===== src/verilog/gfx_defines.svh =====
// shared sizes for the raster subsystem
// coordinate width, display timing, framebuffer geometry, renderer table length
`ifndef GFX_DEFINES_SVH
`define GFX_DEFINES_SVH

`define CORDW 16  // signed screen and draw coordinates

// display timing, blanking comes first so active area starts at 0
`define H_ACTIVE 64
`define H_BLANK 16
`define V_ACTIVE 48
`define V_BLANK 6

// framebuffer geometry
`define FB_WIDTH 32
`define FB_HEIGHT 16
`define FB_ADDRW 9  // 32x16 entries
`define FB_SCALE 2  // each fb pixel shown as 2x2
`define FB_OFFY 8  // first screen line of the picture

// colour
`define CIDXW 4
`define COLR_TRANS 12'h223  // shows background instead

// renderer
`define N_CMDS 6

`endif


===== src/verilog/display_pkg.sv =====
// display side types
// palette and background band tables
`include "gfx_defines.svh"

package display_pkg;

    typedef logic signed [`CORDW-1:0] coord_t;
    typedef logic [`CIDXW-1:0] cidx_t;
    typedef logic [11:0] colr_t;  // 4 bits each of r, g, b

    // fixed 16-colour lookup, entry 0 is transparent
    localparam colr_t palette [16] = '{
        `COLR_TRANS, 12'h526, 12'hB35, 12'hE75, 12'hFC7, 12'hAE6, 12'h3B6, 12'h276,
        12'h236, 12'h36A, 12'h4AF, 12'h7EF, 12'hFFF, 12'h9AB, 12'h578, 12'h334
    };

    typedef struct packed {
        coord_t start;  // first screen line of band
        colr_t colr;
    } band_t;

    // sky fading down to grass below the castle
    localparam band_t bg_band [4] = '{'{0, 12'h239}, '{12, 12'h24A}, '{24, 12'h26C},
        '{40, 12'h370}};

endpackage


===== src/verilog/draw_pkg.sv =====
// renderer enums and draw command struct
// fixed command list drawing the castle
`include "gfx_defines.svh"

package draw_pkg;

    typedef enum logic [1:0] {op_clear, op_rect, op_end} draw_op_e;

    typedef enum logic [1:0] {st_idle, st_load, st_fill, st_done} render_state_e;

    typedef struct packed {
        draw_op_e op;
        display_pkg::coord_t x0, y0, x1, y1;  // inclusive corners
        display_pkg::cidx_t cidx;
    } draw_cmd_t;

    localparam draw_cmd_t draw_cmds [`N_CMDS] = '{
        '{op_clear, 0, 0, 0, 0, 0},  // whole buffer to transparent
        '{op_rect, 4, 7, 27, 15, 13},  // wall
        '{op_rect, 4, 2, 9, 6, 14},  // left tower
        '{op_rect, 22, 2, 27, 6, 14},  // right tower
        '{op_rect, 24, 12, 40, 20, 3},  // runs off right and bottom
        '{op_end, 0, 0, 0, 0, 0}
    };

endpackage


===== src/verilog/fb_write_if.sv =====
// pixel write stream from renderer to address pipeline
`timescale 1ns/1ps

interface fb_write_if;

    display_pkg::coord_t x;  // may lie outside the buffer
    display_pkg::coord_t y;
    display_pkg::cidx_t cidx;
    logic drawing;  // one pixel per high cycle

    modport src (output x, y, cidx, drawing);
    modport dst (input x, y, cidx, drawing);

endinterface


===== src/verilog/display_timing.sv =====
// screen scan counters
// de level plus line and frame strobes
`timescale 1ns/1ps
`include "gfx_defines.svh"

module display_timing (
    input  logic clk_sys,
    input  logic rst_sys,
    output display_pkg::coord_t sx,
    output display_pkg::coord_t sy,
    output logic de,
    output logic frame,
    output logic line
);

    localparam display_pkg::coord_t H_STA = -`H_BLANK;  // blanking start
    localparam display_pkg::coord_t H_END = `H_ACTIVE - 1;
    localparam display_pkg::coord_t V_STA = -`V_BLANK;
    localparam display_pkg::coord_t V_END = `V_ACTIVE - 1;

    always_ff @(posedge clk_sys) begin
        if (sx == H_END) begin  // end of line
            sx <= H_STA;
            sy <= (sy == V_END) ? V_STA : display_pkg::coord_t'(sy + 1);
        end else begin
            sx <= display_pkg::coord_t'(sx + 1);
        end
        // park on last pixel so the first cycle out of reset starts a frame
        if (rst_sys) begin
            sx <= H_END;
            sy <= V_END;
        end
    end

    always_comb begin
        de = (sx >= 0 && sy >= 0);
        line = (sx == H_STA);  // start of horizontal blanking
        frame = (line && sy == V_STA);  // first blanking line
    end

endmodule


===== src/verilog/render_rects.sv =====
// filled rectangle renderer
// walks draw_cmds once, one pixel per cycle
`timescale 1ns/1ps
`include "gfx_defines.svh"

module render_rects (
    input  logic clk_sys,
    input  logic rst_sys,
    input  logic start,  // frame pulse
    fb_write_if.src wr,
    output logic done
);

    localparam int IDXW = $clog2(`N_CMDS);

    draw_pkg::render_state_e state;
    draw_pkg::draw_cmd_t cmd;
    logic [IDXW-1:0] cmd_idx;
    display_pkg::coord_t x_start;  // left edge, x returns here each row
    display_pkg::coord_t x_end;
    display_pkg::coord_t y_end;

    always_comb cmd = draw_pkg::draw_cmds[cmd_idx];

    always_ff @(posedge clk_sys) begin
        case (state)
            draw_pkg::st_idle: begin
                cmd_idx <= '0;
                if (start) state <= draw_pkg::st_load;
            end
            draw_pkg::st_load: begin
                wr.cidx <= cmd.cidx;
                if (cmd.op == draw_pkg::op_end) begin
                    state <= draw_pkg::st_done;
                end else begin
                    cmd_idx <= cmd_idx + 1'b1;
                    state <= draw_pkg::st_fill;
                    if (cmd.op == draw_pkg::op_clear) begin  // full buffer
                        x_start <= '0;
                        x_end <= display_pkg::coord_t'(`FB_WIDTH - 1);
                        y_end <= display_pkg::coord_t'(`FB_HEIGHT - 1);
                        wr.x <= '0;
                        wr.y <= '0;
                    end else begin
                        x_start <= cmd.x0;
                        x_end <= cmd.x1;
                        y_end <= cmd.y1;
                        wr.x <= cmd.x0;
                        wr.y <= cmd.y0;
                    end
                end
            end
            draw_pkg::st_fill: begin
                if (wr.x == x_end) begin  // row finished
                    wr.x <= x_start;
                    if (wr.y == y_end) state <= draw_pkg::st_load;  // rect finished
                    else wr.y <= display_pkg::coord_t'(wr.y + 1);
                end else begin
                    wr.x <= display_pkg::coord_t'(wr.x + 1);
                end
            end
            default: state <= draw_pkg::st_done;  // stays until reset
        endcase
        if (rst_sys) begin
            state <= draw_pkg::st_idle;
            cmd_idx <= '0;
        end
    end

    assign wr.drawing = (state == draw_pkg::st_fill);
    assign done = (state == draw_pkg::st_done);

endmodule


===== src/verilog/bitmap_addr.sv =====
// coordinate to framebuffer address, 3 cycle pipeline
// clipping gates the write enable
`timescale 1ns/1ps
`include "gfx_defines.svh"

module bitmap_addr (
    input  logic clk_sys,
    input  logic rst_sys,
    fb_write_if.dst wr,
    output logic [`FB_ADDRW-1:0] addr,
    output display_pkg::cidx_t cidx,
    output logic we
);

    localparam int AW = `FB_ADDRW;

    display_pkg::coord_t x1, y1;  // stage 1
    display_pkg::coord_t x2, row2;  // stage 2
    logic clip;
    logic [2:0] clip_sr, draw_sr;
    display_pkg::cidx_t cidx_sr [3];

    always_comb clip = (wr.x < 0 || wr.x >= `FB_WIDTH || wr.y < 0 || wr.y >= `FB_HEIGHT);

    always_ff @(posedge clk_sys) begin
        x1 <= wr.x;
        y1 <= wr.y;
        x2 <= x1;
        row2 <= display_pkg::coord_t'(y1 * `FB_WIDTH);  // row start
        addr <= AW'(row2 + x2);
        clip_sr <= {clip_sr[1:0], clip};
        draw_sr <= {draw_sr[1:0], wr.drawing};
        cidx_sr[0] <= wr.cidx;  // colour rides alongside
        cidx_sr[1] <= cidx_sr[0];
        cidx_sr[2] <= cidx_sr[1];
        if (rst_sys) draw_sr <= '0;
    end

    assign we = draw_sr[2] && !clip_sr[2];  // no wrap into other rows
    assign cidx = cidx_sr[2];

endmodule


===== src/verilog/framebuffer_bram.sv =====
// simple dual-port framebuffer memory, registered read
`timescale 1ns/1ps
`include "gfx_defines.svh"

module framebuffer_bram (
    input  logic clk_sys,
    input  logic we,
    input  logic [`FB_ADDRW-1:0] addr_write,
    input  display_pkg::cidx_t data_in,
    input  logic [`FB_ADDRW-1:0] addr_read,
    output display_pkg::cidx_t data_out
);

    display_pkg::cidx_t mem [2**`FB_ADDRW];  // one colour index per pixel

    always_ff @(posedge clk_sys) begin
        if (we) mem[addr_write] <= data_in;
        data_out <= mem[addr_read];  // 1 cycle read latency
    end

endmodule


===== src/verilog/linebuffer.sv =====
// framebuffer row fetch into two line banks
// scaled readout of the display bank
`timescale 1ns/1ps
`include "gfx_defines.svh"

module linebuffer (
    input  logic clk_sys,
    input  logic rst_sys,
    input  logic frame,
    input  logic line,
    input  display_pkg::coord_t sy,
    input  display_pkg::coord_t sx,
    output logic [`FB_ADDRW-1:0] fb_addr,
    input  display_pkg::cidx_t fb_data,
    output display_pkg::cidx_t cidx,
    output logic paint
);

    localparam int COLW = $clog2(`FB_WIDTH);
    localparam int SCLW = $clog2(`FB_SCALE) + 1;
    localparam int FETCH_FIRST = `FB_OFFY - 1;  // line before the picture
    localparam int FETCH_LAST = FETCH_FIRST + (`FB_HEIGHT - 1) * `FB_SCALE;

    logic [SCLW-1:0] scale_cnt;  // line within current scale group
    logic fetch_line;
    logic fetch_en, write_en;  // write_en matches bram latency
    logic [COLW-1:0] fetch_col, write_col;
    logic wr_bank, rd_bank;
    display_pkg::cidx_t bank [2][`FB_WIDTH];

    always_comb fetch_line = line && sy >= FETCH_FIRST && sy <= FETCH_LAST
        && (sy == FETCH_FIRST || scale_cnt == SCLW'(`FB_SCALE - 1));

    always_ff @(posedge clk_sys) begin
        if (line) begin
            scale_cnt <= fetch_line ? '0 : scale_cnt + 1'b1;
            rd_bank <= wr_bank;  // bank filled by the previous fetch
        end
        if (fetch_line) begin
            fetch_en <= 1'b1;
            fetch_col <= '0;
            wr_bank <= !wr_bank;
        end else if (fetch_en) begin
            fetch_col <= fetch_col + 1'b1;
            fb_addr <= fb_addr + 1'b1;  // runs on into the next row
            if (fetch_col == COLW'(`FB_WIDTH - 1)) fetch_en <= 1'b0;
        end
        if (frame) fb_addr <= '0;  // row 0
        write_en <= fetch_en;
        write_col <= fetch_col;
        if (rst_sys) begin
            scale_cnt <= '0;
            fetch_en <= 1'b0;
            write_en <= 1'b0;
            wr_bank <= 1'b0;
            rd_bank <= 1'b0;
        end
    end

    always_ff @(posedge clk_sys) begin
        if (write_en) bank[wr_bank][write_col] <= fb_data;
        cidx <= bank[rd_bank][sx[COLW:1]];  // sx/2 for 2x scale
        paint <= sx >= 0 && sx < `FB_WIDTH * `FB_SCALE
            && sy >= `FB_OFFY && sy < `FB_OFFY + `FB_HEIGHT * `FB_SCALE;
        if (rst_sys) paint <= 1'b0;
    end

endmodule


===== src/verilog/pixel_out.sv =====
// palette lookup, background bands, output registers
// all outputs 2 cycles behind display timing
`timescale 1ns/1ps
`include "gfx_defines.svh"

module pixel_out (
    input  logic clk_sys,
    input  logic rst_sys,
    input  display_pkg::coord_t sx,
    input  display_pkg::coord_t sy,
    input  logic de,
    input  logic frame,
    input  display_pkg::cidx_t cidx,  // 1 cycle behind sx
    input  logic paint,
    output display_pkg::coord_t out_sx,
    output display_pkg::coord_t out_sy,
    output logic out_de,
    output logic out_frame,
    output logic [7:0] r,
    output logic [7:0] g,
    output logic [7:0] b
);

    display_pkg::coord_t sx_d, sy_d;  // aligned with linebuffer output
    logic de_d, frame_d;
    display_pkg::colr_t pix_colr, bg_colr, colr;

    always_ff @(posedge clk_sys) begin
        sx_d <= sx;
        sy_d <= sy;
        de_d <= de;
        frame_d <= frame;
        if (rst_sys) begin
            de_d <= 1'b0;
            frame_d <= 1'b0;
        end
    end

    always_comb begin
        pix_colr = paint ? display_pkg::palette[cidx] : '0;  // black outside picture
        bg_colr = '0;
        for (int i = 0; i < $size(display_pkg::bg_band); i++) begin
            if (sy_d >= display_pkg::bg_band[i].start) bg_colr = display_pkg::bg_band[i].colr;
        end
        colr = (de_d && pix_colr == `COLR_TRANS) ? bg_colr : pix_colr;
    end

    always_ff @(posedge clk_sys) begin
        out_sx <= sx_d;
        out_sy <= sy_d;
        out_de <= de_d;
        out_frame <= frame_d;
        r <= de_d ? {2{colr[11:8]}} : 8'h00;  // nibble doubled to 8 bits
        g <= de_d ? {2{colr[7:4]}} : 8'h00;
        b <= de_d ? {2{colr[3:0]}} : 8'h00;
        if (rst_sys) begin
            out_de <= 1'b0;
            out_frame <= 1'b0;
            r <= 8'h00;
            g <= 8'h00;
            b <= 8'h00;
        end
    end

endmodule


===== src/verilog/castle_top.sv =====
// castle raster subsystem top level
// timing, renderer, framebuffer, linebuffer and output stage
`timescale 1ns/1ps
`include "gfx_defines.svh"

module castle_top (
    input  logic clk_sys,
    input  logic rst_sys,
    output display_pkg::coord_t sx,
    output display_pkg::coord_t sy,
    output logic de,
    output logic frame,
    output logic [7:0] r,
    output logic [7:0] g,
    output logic [7:0] b
);

    display_pkg::coord_t tim_sx, tim_sy;  // raw scan position
    logic tim_de, tim_frame, tim_line;
    logic render_done;  // not used further
    logic [`FB_ADDRW-1:0] fb_addr_write, fb_addr_read;
    display_pkg::cidx_t fb_cidx_write, fb_cidx_read;
    logic fb_we;
    display_pkg::cidx_t lb_cidx;
    logic lb_paint;

    fb_write_if draw_if ();

    display_timing timing0 (
        .clk_sys(clk_sys),
        .rst_sys(rst_sys),
        .sx(tim_sx),
        .sy(tim_sy),
        .de(tim_de),
        .frame(tim_frame),
        .line(tim_line)
    );

    render_rects render0 (
        .clk_sys(clk_sys),
        .rst_sys(rst_sys),
        .start(tim_frame),  // first frame after reset
        .wr(draw_if.src),
        .done(render_done)
    );

    bitmap_addr addr0 (
        .clk_sys(clk_sys),
        .rst_sys(rst_sys),
        .wr(draw_if.dst),
        .addr(fb_addr_write),
        .cidx(fb_cidx_write),
        .we(fb_we)
    );

    framebuffer_bram fb0 (
        .clk_sys(clk_sys),
        .we(fb_we),
        .addr_write(fb_addr_write),
        .data_in(fb_cidx_write),
        .addr_read(fb_addr_read),
        .data_out(fb_cidx_read)
    );

    linebuffer lb0 (
        .clk_sys(clk_sys),
        .rst_sys(rst_sys),
        .frame(tim_frame),
        .line(tim_line),
        .sy(tim_sy),
        .sx(tim_sx),
        .fb_addr(fb_addr_read),
        .fb_data(fb_cidx_read),
        .cidx(lb_cidx),
        .paint(lb_paint)
    );

    pixel_out out0 (
        .clk_sys(clk_sys),
        .rst_sys(rst_sys),
        .sx(tim_sx),
        .sy(tim_sy),
        .de(tim_de),
        .frame(tim_frame),
        .cidx(lb_cidx),
        .paint(lb_paint),
        .out_sx(sx),
        .out_sy(sy),
        .out_de(de),
        .out_frame(frame),
        .r(r),
        .g(g),
        .b(b)
    );

endmodule


===== config.mk =====
export PLATFORM = sky130hd
export DESIGN_NAME = castle_top
export DESIGN_NICKNAME = d
export VERILOG_FILES = /design/src/verilog/display_pkg.sv /design/src/verilog/draw_pkg.sv /design/src/verilog/fb_write_if.sv /design/src/verilog/display_timing.sv /design/src/verilog/render_rects.sv /design/src/verilog/bitmap_addr.sv /design/src/verilog/framebuffer_bram.sv /design/src/verilog/linebuffer.sv /design/src/verilog/pixel_out.sv /design/src/verilog/castle_top.sv
export VERILOG_INCLUDE_DIRS = /design/src /design/src/verilog
export SDC_FILE = /design/constraint.sdc
export NUM_CORES = 2
export LEC_CHECK = 0
export BUFFER_PORTS_ARGS = -buffer_cell sky130_fd_sc_hd__buf_2
export CAP_MARGIN = 5
export CORE_MARGIN = 2
export CORE_UTILIZATION = 63
export DETAILED_ROUTE_END_ITERATION = 16
export PLACE_DENSITY = 0.78
export SLEW_MARGIN = 20
export SYNTH_ARGS = -nofsm -noshare
export SYNTH_HDL_FRONTEND = slang
export SYNTH_SLANG_ARGS = --single-unit

===== constraint.sdc =====
create_clock -name clk_sys -period 11.26 [get_ports clk_sys]
set_input_delay 2.252 -clock clk_sys [delete_from_list [all_inputs] [get_ports clk_sys]]
set_output_delay 2.252 -clock clk_sys [all_outputs]
set_load 0.03 [all_outputs]

==> results.cfg <==
[worst_setup_path]
timing.critical_path.required_ps = 11970
setup_slack_of_the_worst_register_to_register_path_ps = 6700
worstSetupStartpointType = flop
setup_crit_path_kind = flop to flop
cp.arrival_ps = 5270
timing.critical_path.to_type = flop
critical_r2r_capture = fb0.data_out[1]
worst_r2r_startpoint = lb0.fb_addr[1]
cp_max_fo = 113
r2r.worst_path.cells = 8

[timing]
achievable-frequency_mhz = 219
clock_skew_ps = 37.6
period_needed_ps = 4560
timing.max_slew.rel_slack = 0.0958
fin_worst_hold_slack_ps = 325
timing.setup.tns_ps = 0
finalHoldViolations = 0
worstMarginPinSlew_ps = 1360
fin_crit_sh = 0.405
slew_violations = 0
setup-violations-final = 0
rsz_0062_raised_after_global_routing = no

[global_routing]
grt_first_pass_wirelength_microns = 275000
grt_pass1_vias = 42000
largest_net_degree_at_the_start_of_global_routing = 244
grt-ovfl-total = 0
antenna_found_initial = 2
grt_usage = 0.300

[synthesis]
synth.area.mux_share = 0.137
synth_fp_nets = 4397
number_of_flops_mapped_to_enable_cells_by_yosys = 1773
post_synth_num_cell_types = 80
synthSimpleGateAreaFrac = 0.0583
postSynthAreaPerCell_sq_um = 17.8
synth.largest_area_cell = sky130_fd_sc_hd__edfxtp_1
synthAdderAreaFrac = 0.00494
post_synth_main_area_contributors = sky130_fd_sc_hd__edfxtp_1 69%, sky130_fd_sc_hd__mux4_2 12%, sky130_fd_sc_hd__dfxtp_1 5.2%, sky130_fd_sc_hd__nor2_1 3.3%, sky130_fd_sc_hd__mux2i_1 1.7%
synth-async-reset-ratio = 0
synth_top_family_by_area = multiplexers
top_flip_flop_cell_by_instance_count_after_synthesis = sky130_fd_sc_hd__edfxtp_1
synth-xor-area-share = 0.00802
synth_compound_area_frac = 0.0324
netlist_area_sq_mm = 0.0776
yosys_register_bits = 1973
synthTopCellsByCount = 1,773 x sky130_fd_sc_hd__edfxtp_1, 683 x sky130_fd_sc_hd__nor2_1, 399 x sky130_fd_sc_hd__mux4_2
ys_warn_count = 0
synthMostInstantiatedCell = sky130_fd_sc_hd__edfxtp_1
yosysSeqAreaShare = 0.738
synth_top_area_frac = 0.686
synthCells = 4365

[floorplanning]
die-area_sq_mm = 0.126
dieWidth_microns = 355
placementRows = 128
floorplan.io_pins = 60
die_height_microns = 355
initial_core_util = 0.636
placeableCoreArea_sq_mm = 0.122

[worst_hold_path]
worst_hold_path_depth = 0
min-delay-start = addr0.cidx_sr[0][0]
hold_path_end = addr0.cidx_sr[0][4]
worst_hold_path_type = flop to flop

[cts]
insertion_delay_ps = 830
worst_setup_hold_path_clk_slew_ps = 70
number_of_buffers_added_by_the_clock_tree_synthesis_step = 186
clockRootBuffer = sky130_fd_sc_hd__clkbuf_16
clock_sink_count = 1973
cts_htree_levels = 4
postCtsSetupBuffers = 0
post_cts_hold_buffer_count = 0
clockBufferDepth = 3
cts_resized = 0
cts_tree = done

[power]
total_power_mw = 17.4
cellLeakagePower_nw = 26.5
vdd_drop_max_uv = 192
power.density_mw_per_mm2 = 204

[routing]
postRouteAntennaNets = 0
vias = 41600
drcViolationCount = 0
detail_route.vias_per_cell = 6.73
wl_microns = 186000
wire_per_inst_microns = 30.2
dr.first_iter.drc_count = 6149
detailedRoute.firstPassIterationCount = 6

[final_layout]
finalNetCount = 4421
number_of_standard_cells_in_the_final_layout_excluding_fillers = 6174
post_route_cells_drive_above_1_share = 0.191
fin_util = 0.699
synthToLayoutAreaGrowth_pct = 9.92
antenna-diode-count = 0

[place]
post-place-cells = 5826
routabilityCongestion = 0.858
place.detailed.hpwl_microns = 104000
port_buffers = 59

[job]
number_of_max_cap_violations = 0

[outcome]
outcome = finished, final reports clean
-- per-stage QoR --
step | setup WS (ps) | cell area (sq um)
finish | 6700 | 85300
global route | 6610 | 85300
CTS | 6580 | 85200
detailed placement | 6560 | 79100
global placement | 6730 | 79100
floorplan | 3260 | 77600
-- routing by layer --
metal,track usage,up-vias,share of wire
li1,-,17200,-
met5,0,-,0.000086
met1,0.411,21000,0.36
met4,0.121,2,0.042
met2,0.467,2841,0.48
met3,0.0783,489,0.12
-- cell usage in the layout, fill, tap and decap left out, drive strengths merged, types with 11 or more instances in the layout --
cell	instances
xnor2	30
o21ai	42
and3	19
a21oi	97
xor2	41
nor2b	31
nand2b	12
a211oi	29
nor3	25
nor2	683
ha	29
a22o	11
mux2	17
o221ai	30
nand2	112
a221oi	17
clkbuf	239
nor4	16
nand3	66
nand3b	11
or3	14
buf	124
nand4	13
edfxtp	1773
mux4	403
clkinv	78
a22oi	52
inv	45
mux2i	135
o22ai	16
dfxtp	200
bufinv	17
-- report_power, final --
part | internal (mW) | leakage [nW] | total [mW] | switching, mW
Clock | 3.57 | 3.00 | 6.30 | 2.73
Sequential | 8.54 | 17.6 | 8.90 | 0.352
Combinational | 0.814 | 5.91 | 2.20 | 1.38
Total | 12.9 | 26.5 | 17.4 | 4.47
-- state kept, by name, indices dropped and copies added (netlist names), 9 cells and up, named ones only --
signal,count
addr0.x1,9
fb0.mem,1536
render0.wr.y,16
addr0.addr,9
lb0.bank,192
timing0.sx,16
out0.out_sy,16
out0.out_sx,16
timing0.sy,16
lb0.fb_addr,9
addr0.x2,9
out0.sy_d,16
addr0.cidx_sr,9
render0.wr.x,16
out0.sx_d,16
-- kinds of logic (layout without fill, tap and decap cells) --
group           after synthesis  after routing
compound gates              365            365
mux                         555            555
fa+ha+maj                    30             30
xor+xnor                     71             71
flops                      1973           1973
buf+inv                     327            511
simple gates               1044           1044
-- area by class of cell --
cell class,instances,area (sq um)
clock buffers,239,5040
fillers,7325,36800
repair buffers,124,887
multi-input cells,2065,18800
flip-flops and latches,1973,57300
clock inverters,109,1100
well taps,1625,2030
inverters,39,146
-- worst max path at each step --
| stage | startpoint | end | slack (ps) |
|---|---|---|---|
| after floorplan | addr0.cidx_sr[0][8] | fb0.mem[0][0] | 3260 |
| after global placement | lb0.fb_addr[1] | fb0.data_out[2] | 6730 |
| after detailed placement | lb0.fb_addr[1] | fb0.data_out[2] | 6560 |
| after CTS | lb0.fb_addr[1] | fb0.data_out[2] | 6580 |
| after global routing | lb0.fb_addr[1] | fb0.data_out[1] | 6610 |
| final | lb0.fb_addr[1] | fb0.data_out[1] | 6700 |
-- worst max-delay path: stages (launching register included) --
cell and delay, ps:
sky130_fd_sc_hd__dfxtp_4 660, sky130_fd_sc_hd__buf_12 560, sky130_fd_sc_hd__buf_4 870, sky130_fd_sc_hd__mux4_2 440
sky130_fd_sc_hd__mux2i_1 220, sky130_fd_sc_hd__o221ai_1 160, sky130_fd_sc_hd__a211oi_1 630, sky130_fd_sc_hd__o211ai_1 410
sky130_fd_sc_hd__o32a_1 260
(Power assumes the default switching activity.)
